File: src/rtl/mcu_defs.svh
`ifndef MCU_DEFS_SVH
`define MCU_DEFS_SVH

// --------------------------------------------------
// Widths
// --------------------------------------------------
`define MCU_DATA_W       8
`define MCU_CODE_AW      16

// Memory depths
`define MCU_CODE_DEPTH   256
`define MCU_IRAM_DEPTH   128

// --------------------------------------------------
// SFR addresses
// --------------------------------------------------
`define MCU_SFR_ACC      8'hE0
`define MCU_SFR_PSW      8'hD0
`define MCU_SFR_P2       8'hA0

// Bytes per register bank
`define MCU_BANK_STRIDE  8

// PSW bit positions
`define MCU_PSW_CY       7
`define MCU_PSW_AC       6
`define MCU_PSW_RS1      4
`define MCU_PSW_RS0      3
`define MCU_PSW_OV       2

`endif

File: src/rtl/isa_pkg.sv
package isa_pkg;

    // --------------------------------------------------
    // ALU operation selected by the controller
    // --------------------------------------------------
    typedef enum logic [2:0] {
        ALU_NONE = 3'd0,
        ALU_ADD  = 3'd1,
        ALU_SUBB = 3'd2,
        ALU_ANL  = 3'd3,
        ALU_ORL  = 3'd4,
        ALU_XRL  = 3'd5,
        ALU_INC  = 3'd6,
        ALU_DEC  = 3'd7
    } alu_op_e;

    // --------------------------------------------------
    // Memory access codes
    // --------------------------------------------------
    typedef enum logic [2:0] {
        RD_RAM_IM      = 3'd0,
        RD_RAM_DIRECT  = 3'd1,
        RD_RAM_REG     = 3'd2,
        WR_RAM_DIRECT  = 3'd3,
        WR_RAM_REG     = 3'd4,
        WR_RAM_REG_IM  = 3'd5,
        RAM_IDLE       = 3'd6
    } ram_access_e;

    // Conditional jump opcodes, target in the operand byte
    localparam logic [7:0] OPC_JZ  = 8'h60;
    localparam logic [7:0] OPC_JNZ = 8'h70;

endpackage

File: src/rtl/datapath_pkg.sv
`include "mcu_defs.svh"

package datapath_pkg;

    import isa_pkg::*;

    // --------------------------------------------------
    // Basic data types
    // --------------------------------------------------
    typedef logic [`MCU_DATA_W-1:0]  byte_t;
    typedef logic [`MCU_CODE_AW-1:0] code_addr_t;

    // Strobes and codes from the controller
    typedef struct packed {
        logic        ir_load;
        logic        pc_load;
        logic        alu_load;
        logic        a_load;
        logic        ram_load;
        logic        jmp_load;
        ram_access_e ram_access;
        alu_op_e     alu_op;
    } ctrl_t;

    // Registered RAM / SFR request
    typedef struct packed {
        byte_t addr;
        byte_t wdata;
        logic  wr;
        logic  flag_wr;
    } ram_req_t;

    // ALU status flags
    typedef struct packed {
        logic cy;
        logic ac;
        logic ov;
    } alu_flags_t;

endpackage

File: src/rtl/alu_core.sv
module alu_core
    import isa_pkg::*;
    import datapath_pkg::*;
(
    input  logic       clock,
    input  logic       rst_n,
    input  logic       alu_load,
    input  alu_op_e    alu_op,
    input  byte_t      op_a,
    input  byte_t      op_b,
    input  byte_t      imm,
    input  logic       use_imm,
    input  logic       carry_in,
    output byte_t      result,
    output alu_flags_t flags
);

    byte_t      src_b;
    logic [8:0] wide;
    logic [4:0] nib;
    byte_t      next_result;
    alu_flags_t next_flags;

    // Immediate or RAM data as second operand
    assign src_b = use_imm ? imm : op_b;

    // --------------------------------------------------
    // Operation decode
    // --------------------------------------------------
    always_comb begin
        next_result = result;
        next_flags  = flags;
        wide        = '0;
        nib         = '0;
        case (alu_op)
            ALU_ADD: begin
                wide          = {1'b0, op_a} + {1'b0, src_b};
                nib           = {1'b0, op_a[3:0]} + {1'b0, src_b[3:0]};
                next_result   = wide[7:0];
                next_flags.cy = wide[8];
                next_flags.ac = nib[4];
                // Same input signs, result sign differs
                next_flags.ov = (op_a[7] == src_b[7]) && (wide[7] != op_a[7]);
            end
            ALU_SUBB: begin
                wide          = {1'b0, op_a} - {1'b0, src_b} - {8'b0, carry_in};
                nib           = {1'b0, op_a[3:0]} - {1'b0, src_b[3:0]} - {4'b0, carry_in};
                next_result   = wide[7:0];
                next_flags.cy = wide[8];
                next_flags.ac = nib[4];
                next_flags.ov = (op_a[7] != src_b[7]) && (wide[7] != op_a[7]);
            end
            ALU_ANL: next_result = op_a & src_b;
            ALU_ORL: next_result = op_a | src_b;
            ALU_XRL: next_result = op_a ^ src_b;
            ALU_INC: next_result = op_a + byte_t'(1);
            ALU_DEC: next_result = op_a - byte_t'(1);
            default: begin
            end
        endcase
    end

    always_ff @(posedge clock or negedge rst_n) begin
        if (!rst_n) begin
            result <= '0;
            flags  <= '0;
        end else if (alu_load) begin
            result <= next_result;
            flags  <= next_flags;
        end
    end

endmodule

File: src/rtl/code_rom.sv
`include "mcu_defs.svh"

module code_rom
    import datapath_pkg::*;
(
    input  logic       clock,
    input  logic       prog_wr,
    input  byte_t      prog_addr,
    input  byte_t      prog_data,
    input  code_addr_t pc,
    output byte_t      rom_data
);

    localparam int ROM_AW = $clog2(`MCU_CODE_DEPTH);

    byte_t mem [`MCU_CODE_DEPTH];

    // Program load port
    always_ff @(posedge clock) begin
        if (prog_wr) begin
            mem[prog_addr[ROM_AW-1:0]] <= prog_data;
        end
    end

    // Outside the ROM the fetch sees zero
    assign rom_data = (pc < `MCU_CODE_DEPTH) ? mem[pc[ROM_AW-1:0]] : '0;

endmodule

File: src/rtl/data_memory.sv
`include "mcu_defs.svh"

module data_memory
    import datapath_pkg::*;
(
    input  logic       clock,
    input  logic       rst_n,
    input  ram_req_t   req,
    input  alu_flags_t flags,
    output byte_t      rd_data,
    output byte_t      acc,
    output byte_t      psw,
    output byte_t      port2_data
);

    localparam int IRAM_AW = $clog2(`MCU_IRAM_DEPTH);

    byte_t iram [`MCU_IRAM_DEPTH];
    byte_t p2;
    logic  in_iram;

    assign in_iram = (req.addr < `MCU_IRAM_DEPTH);

    // --------------------------------------------------
    // Internal RAM
    // --------------------------------------------------
    always_ff @(posedge clock) begin
        if (req.wr && in_iram) begin
            iram[req.addr[IRAM_AW-1:0]] <= req.wdata;
        end
    end

    // --------------------------------------------------
    // SFRs: ACC, PSW and P2
    // --------------------------------------------------
    always_ff @(posedge clock or negedge rst_n) begin
        if (!rst_n) begin
            acc <= '0;
            psw <= '0;
            p2  <= '0;
        end else begin
            if (req.wr && !in_iram) begin
                case (req.addr)
                    `MCU_SFR_ACC: acc <= req.wdata;
                    `MCU_SFR_PSW: psw <= req.wdata;
                    `MCU_SFR_P2:  p2  <= req.wdata;
                    default: begin
                    end
                endcase
            end
            // Arithmetic flags, RS bits untouched
            if (req.flag_wr) begin
                psw[`MCU_PSW_CY] <= flags.cy;
                psw[`MCU_PSW_AC] <= flags.ac;
                psw[`MCU_PSW_OV] <= flags.ov;
            end
        end
    end

    // Read mux
    always_comb begin
        if (in_iram) begin
            rd_data = iram[req.addr[IRAM_AW-1:0]];
        end else begin
            case (req.addr)
                `MCU_SFR_ACC: rd_data = acc;
                `MCU_SFR_PSW: rd_data = psw;
                `MCU_SFR_P2:  rd_data = p2;
                default:      rd_data = '0;
            endcase
        end
    end

    assign port2_data = p2;

endmodule

File: src/rtl/fetch_unit.sv
`include "mcu_defs.svh"

module fetch_unit
    import isa_pkg::*;
    import datapath_pkg::*;
(
    input  logic       clock,
    input  logic       rst_n,
    input  ctrl_t      ctrl,
    input  byte_t      rom_data,
    input  byte_t      acc,
    output code_addr_t pc,
    output byte_t      opcode,
    output byte_t      operand
);

    byte_t      ir;
    logic       jump_taken;
    code_addr_t jump_target;

    // --------------------------------------------------
    // Jump resolution
    // --------------------------------------------------
    always_comb begin
        jump_taken = 1'b0;
        if (ir == OPC_JZ) begin
            jump_taken = (acc == '0);
        end else if (ir == OPC_JNZ) begin
            jump_taken = (acc != '0);
        end
    end

    // Short jump, upper byte cleared
    assign jump_target = {{(`MCU_CODE_AW - `MCU_DATA_W){1'b0}}, operand};

    // --------------------------------------------------
    // PC, IR and operand registers
    // --------------------------------------------------
    always_ff @(posedge clock or negedge rst_n) begin
        if (!rst_n) begin
            pc      <= '0;
            ir      <= '0;
            operand <= '0;
        end else if (ctrl.pc_load) begin
            pc <= pc + code_addr_t'(1);
            // Opcode fetch when ir_load is also set, else operand byte
            if (ctrl.ir_load) begin
                ir <= rom_data;
            end else begin
                operand <= rom_data;
            end
        end else if (ctrl.jmp_load && jump_taken) begin
            pc <= jump_target;
        end
    end

    assign opcode = ir;

endmodule

File: src/rtl/mcu_datapath.sv
`include "mcu_defs.svh"

module mcu_datapath
    import datapath_pkg::*;
(
    input  logic  clock,
    input  logic  rst_n,
    input  ctrl_t ctrl,
    input  logic  prog_wr,
    input  byte_t prog_addr,
    input  byte_t prog_data,
    output byte_t opcode,
    output byte_t port2_data
);

    code_addr_t pc;
    byte_t      rom_data;
    byte_t      operand;
    byte_t      rd_data;
    byte_t      acc;
    byte_t      psw;
    byte_t      alu_result;
    alu_flags_t alu_flags;
    alu_flags_t wr_flags;
    ram_req_t   req;
    logic       use_imm;

    // --------------------------------------------------
    // Program memory and fetch
    // --------------------------------------------------
    code_rom u_code_rom (
        .clock     (clock),
        .prog_wr   (prog_wr),
        .prog_addr (prog_addr),
        .prog_data (prog_data),
        .pc        (pc),
        .rom_data  (rom_data)
    );

    fetch_unit u_fetch_unit (
        .clock    (clock),
        .rst_n    (rst_n),
        .ctrl     (ctrl),
        .rom_data (rom_data),
        .acc      (acc),
        .pc       (pc),
        .opcode   (opcode),
        .operand  (operand)
    );

    // --------------------------------------------------
    // Data memory path
    // --------------------------------------------------
    ram_access u_ram_access (
        .clock      (clock),
        .rst_n      (rst_n),
        .ctrl       (ctrl),
        .opcode     (opcode),
        .operand    (operand),
        .rd_data    (rd_data),
        .acc        (acc),
        .psw        (psw),
        .alu_result (alu_result),
        .alu_flags  (alu_flags),
        .req        (req),
        .flags      (wr_flags),
        .use_imm    (use_imm)
    );

    data_memory u_data_memory (
        .clock      (clock),
        .rst_n      (rst_n),
        .req        (req),
        .flags      (wr_flags),
        .rd_data    (rd_data),
        .acc        (acc),
        .psw        (psw),
        .port2_data (port2_data)
    );

    // ACC is always the first operand
    alu_core u_alu_core (
        .clock    (clock),
        .rst_n    (rst_n),
        .alu_load (ctrl.alu_load),
        .alu_op   (ctrl.alu_op),
        .op_a     (acc),
        .op_b     (rd_data),
        .imm      (operand),
        .use_imm  (use_imm),
        .carry_in (psw[`MCU_PSW_CY]),
        .result   (alu_result),
        .flags    (alu_flags)
    );

endmodule

File: src/rtl/ram_access.sv
`include "mcu_defs.svh"

module ram_access
    import isa_pkg::*;
    import datapath_pkg::*;
(
    input  logic       clock,
    input  logic       rst_n,
    input  ctrl_t      ctrl,
    input  byte_t      opcode,
    input  byte_t      operand,
    input  byte_t      rd_data,
    input  byte_t      acc,
    input  byte_t      psw,
    input  byte_t      alu_result,
    input  alu_flags_t alu_flags,
    output ram_req_t   req,
    output alu_flags_t flags,
    output logic       use_imm
);

    logic [1:0] bank;
    byte_t      bank_base;
    byte_t      reg_addr;
    byte_t      commit_data;
    ram_req_t   next_req;

    // --------------------------------------------------
    // Register address within the selected bank
    // --------------------------------------------------
    assign bank      = {psw[`MCU_PSW_RS1], psw[`MCU_PSW_RS0]};
    assign bank_base = byte_t'(bank * `MCU_BANK_STRIDE);
    assign reg_addr  = bank_base + byte_t'(opcode[2:0]);

    // Accumulator commit source
    always_comb begin
        if (ctrl.alu_op != ALU_NONE) begin
            commit_data = alu_result;
        end else if (ctrl.ram_access == RD_RAM_IM) begin
            commit_data = operand;
        end else begin
            commit_data = rd_data;
        end
    end

    // --------------------------------------------------
    // Request decode
    // --------------------------------------------------
    always_comb begin
        // Address held between requests so read data stays valid
        next_req         = req;
        next_req.wr      = 1'b0;
        next_req.flag_wr = 1'b0;
        if (ctrl.ram_load && ctrl.a_load) begin
            next_req.addr    = `MCU_SFR_ACC;
            next_req.wdata   = commit_data;
            next_req.wr      = 1'b1;
            next_req.flag_wr = (ctrl.alu_op == ALU_ADD) || (ctrl.alu_op == ALU_SUBB);
        end else if (ctrl.ram_load) begin
            case (ctrl.ram_access)
                RD_RAM_IM, RD_RAM_DIRECT: begin
                    next_req.addr = operand;
                end
                RD_RAM_REG: begin
                    next_req.addr = reg_addr;
                end
                WR_RAM_DIRECT: begin
                    next_req.addr  = operand;
                    next_req.wdata = acc;
                    next_req.wr    = 1'b1;
                end
                WR_RAM_REG: begin
                    next_req.addr  = reg_addr;
                    next_req.wdata = acc;
                    next_req.wr    = 1'b1;
                end
                WR_RAM_REG_IM: begin
                    next_req.addr  = reg_addr;
                    next_req.wdata = operand;
                    next_req.wr    = 1'b1;
                end
                default: begin
                end
            endcase
        end
    end

    always_ff @(posedge clock or negedge rst_n) begin
        if (!rst_n) begin
            req     <= '0;
            flags   <= '0;
            use_imm <= 1'b0;
        end else begin
            req <= next_req;
            if (ctrl.ram_load && ctrl.a_load) begin
                flags <= alu_flags;
            end
            // ALU second operand follows the last plain request
            if (ctrl.ram_load && !ctrl.a_load) begin
                use_imm <= (ctrl.ram_access == RD_RAM_IM);
            end
        end
    end

endmodule

File: config.mk
export PLATFORM = sky130hd
export DESIGN_NAME = mcu_datapath
export DESIGN_NICKNAME = d
export VERILOG_FILES = /design/src/rtl/isa_pkg.sv /design/src/rtl/datapath_pkg.sv /design/src/rtl/alu_core.sv /design/src/rtl/code_rom.sv /design/src/rtl/data_memory.sv /design/src/rtl/fetch_unit.sv /design/src/rtl/mcu_datapath.sv /design/src/rtl/ram_access.sv
export VERILOG_INCLUDE_DIRS = /design/src /design/src/rtl
export SDC_FILE = /design/constraint.sdc
export NUM_CORES = 2
export LEC_CHECK = 0
export BUFFER_PORTS_ARGS = -buffer_cell sky130_fd_sc_hd__buf_2
export CORE_ASPECT_RATIO = 1.1
export CORE_MARGIN = 10
export CORE_UTILIZATION = 40
export DETAILED_ROUTE_END_ITERATION = 12
export PLACE_DENSITY_LB_ADDON = 0.12
export SLEW_MARGIN = 10
export SYNTH_ARGS = -nofsm -noshare
export SYNTH_HDL_FRONTEND = slang
export SYNTH_SLANG_ARGS = --single-unit
export TNS_END_PERCENT = 5
File: constraint.sdc
create_clock -name clock -period 10.45 [get_ports clock]
set_input_delay 2.09 -clock clock [delete_from_list [all_inputs] [get_ports clock]]
set_output_delay 2.09 -clock clock [all_outputs]
set_load 0.01 [all_outputs]
==> results.ini <==
[outcome]
status = finished, final reports clean

[synthesis]
yosys_warnings = 0
synth_ff_type = edfxtp_1
async_reset_ff_frac = 0.0282
synth_edf_count = 3072
synth_most_common_cell = edfxtp_1
synthTopCellsByCount = edfxtp_1 (3072), nor2_1 (510), mux4_2 (483), a22oi_1 (261), nand2_1 (243)
synth_cell_types = 99
synth.avg_cell_area_sq_um = 18.6
synth_top_area_frac = 0.733
yosysSeqAreaShare = 0.750
syn_nets = 6827
synthTopCellsByArea = edfxtp_1 (73%), mux4_2 (8.6%), mux2i_1 (1.8%)
synth.cell_area_sq_um = 126000
synthCells = 6755
synth_top_area_cell = edfxtp_1
ys_ff_latch = 3161

[timing]
tns_ns = 0
finalClockSkew_ns = 0.0670
worstMarginPinSlew_ns = 1.24
period_minus_slack_ns = 6.76
max_slew_margin = 0.172
rsz0062_at_grt = no
fin_crit_sh = 0.647
layout_setup_ws_ns = 3.69
hold_viol_final = 0
max_freq_ghz = 0.148
maxSlewViolCount = 0
setup_viol_count_final = 0
hold_slack_ns = 0.494

[power_and_ir_drop]
ir_drop_uv = 171
p_int_mw = 23.8
seqPwrFrac = 0.433
pwr-share-comb = 0.228
p_sw_frac = 0.316
power-per-cell-area_nw_per_um2 = 246
power.switching_mw = 11.0
clkPwrFrac = 0.339
power.leakage_nw = 44.3

[critical_path]
path_delay_family = compound AO/OA/AOI/OAI gates
cp_slowest_cell = and2b_2
crit_path_start_kind = flop
slowest_delay_ns = 0.95
startpoint = u_ram_access.req[10]$_DFFE_PN0P_
worstPathRequired_ns = 11.32
reg2reg_from = u_ram_access.req[10]$_DFFE_PN0P_
arrival_ns = 7.63
worst-setup-path-type = reg -> reg
critPathMaxFanout = 37
critPathCaptureType = flop
crit_buf_inv = 1
cp_cell_sequence = and2b_2 > buf_4 > a221o_1 > a21oi_1 > o31a_1 > a211oi_1 > a21boi_1 > mux2_2 > ha_1 > a21o_1 > a21oi_1 > o21ai_0 > o41ai_1 > xnor2_1 > or3_1 > o21ai_0 > mux2_2

[global_route]
busiest_layer = met2
grt_util_met2 = 0.380
grt_pass1_wl_mm = 544
grtUsageTotal = 0.222
grt_pass1_vias = 68200
grt_max_degree = 173
overflow = 0
grt_util_met1 = 0.291
antenna_found_initial = 15
globalRouteMet3Util = 0.0298

[drt]
drt_wl_total_mm = 386
postRouteAntennaNets = 0
vias = 67000
vias_per_cell = 5.93
first_iter_violations = 6745
post-route-drc-count = 0
post_drt_wl_per_cell_um = 34.2
first_pass_iters = 5

[clock_tree]
cts.reportedPaths.clkPinSlew_ns = 0.06
cts.path.max_buffers = 4
numCtsBuffers = 337
cts.sinks = 3161
cts_max_level = 5
post_cts_resized = 0
cts_setup_buffers = 0
cts_root_buffer = clkbuf_16
clock_latency_ns = 0.94
tritoncts = done
ctsHoldBuffers = 0

[min_path]
min-delay-start = u_alu_core.result[5]$_DFFE_PN0P_
hold_path.class = reg -> reg

[place]
dpl_cell_area_sq_um = 130000
place_ws_ns = 3.75
routabilityCongestion = 0.852
dpl.hpwl_mm = 233
port_buffers = 46

[finish]
area_growth_pct = 12.1
fin_nets = 6950
drive_gt1_frac = 0.194
fin_area_sq_um = 141000

[die]
start_util = 0.401
core_area_sq_um = 314000
die_h_um = 608
rows = 216
die_w_um = 555
ios = 47
dieArea_sq_um = 338000

[flow_run]
drv_cap = 0

## path summary, 6_finish.rpt
kind	to	slack (ns)	cells after the start
max	u_alu_core.flags[0]$_DFFE_PN0P_	3.69	17
min	u_ram_access.req[7]$_DFFE_PN0P_	0.49	1
max reg2reg	u_alu_core.flags[0]$_DFFE_PN0P_	3.69	17
min reg2reg	u_ram_access.req[7]$_DFFE_PN0P_	0.49	1
max in group asynchronous	u_ram_access.req[14]$_DFFE_PN0P_	7.96	2
min in group asynchronous	u_data_memory.acc[1]$_DFFE_PN0P_	1.16	1
## worst register-to-register path, stage by stage (launching register included)
cell	delay, ns
dfrtp_4	0.68
and2b_2	0.96
buf_4	0.62
a221o_1	0.29
a21oi_1	0.09
o31a_1	0.29
a211oi_1	0.78
a21boi_1	0.29
mux2_2	0.39
ha_1	0.32
a21o_1	0.19
a21oi_1	0.25
o21ai_0	0.19
o41ai_1	0.60
xnor2_1	0.16
or3_1	0.33
o21ai_0	0.09
mux2_2	0.18
## kinds of logic after synthesis
family          after synthesis  synth area share
flops                      3161             0.750
simple gates               1096            0.0393
compound gates             1089            0.0620
mux                         875             0.120
buf+inv                     471            0.0223
fa+ha+maj                    41           0.00431
xor+xnor                     22           0.00164
## metrics by stage
stage / utilization / cells / power [mW]
2_1_floorplan: - / 6755 / 19.6
3_3_place_gp: 0.415 / 10700 / 23.3
3_5_place_dp: 0.415 / 10700 / 23.3
4_1_cts: 0.450 / 11300 / 35.1
5_1_grt: 0.450 / 11300 / 35.9
6_report: 0.450 / 11300 / 34.8
## metal layers
metal / up-vias / part of all wire
li1: 28000 / -
met2: 2507 / 0.50
met1: 35800 / 0.40
met5: - / 0.00018
met4: 10 / 0.040
met3: 648 / 0.055
## power groups by stage
stage / logic (mW) / registers [mW] / clock network, mW
6_report: 7.92 / 15.1 / 11.8
5_1_grt: 8.28 / 15.1 / 12.5
4_1_cts: 8.01 / 15.1 / 12.0
3_5_place_dp: 7.99 / 15.3 / 0
3_3_place_gp: 7.99 / 15.3 / 0
2_1_floorplan: 4.49 / 15.1 / 0
## layout by cell type, fill, tap and decap left out, drive strengths merged, types with 37 or more instances in the layout
cell type	count
a22o	39
mux4	492
nor3	39
edfxtp	3072
ha	37
nand4	37
nand3	93
inv	59
nand2	243
mux2i	230
mux2	153
a22oi	261
nor2	514
clkinv	150
o21ai	129
dfrtp	89
buf	198
clkbuf	431
a21oi	197
a221oi	149
## registers in the layout, indices dropped and copies added, names as in the netlist
signal	cells
u_ram_access.req	18
u_fetch_unit.operand	8
u_alu_core.result	8
u_ram_access.use_imm	1
u_data_memory.port2_data	8
u_ram_access.flags	3
u_fetch_unit.pc	16
u_alu_core.flags	3
u_fetch_unit.opcode	8
u_data_memory.acc	8
u_code_rom.mem	2048
u_data_memory.psw	8
u_data_memory.iram	1024
## cell type report
cell class                 count  area [sq um]
fill                       27100        173000
inverter                      49           186
tap                         4142          5180
sequential                  3161         94500
antenna                        6          15.0
clock buffer                 423          8920
multi-input combinational   3123         28800
timing repair buffer         206          1700
clock inverter               191          1810
Note: power is estimated with default switching activity, not from simulation.
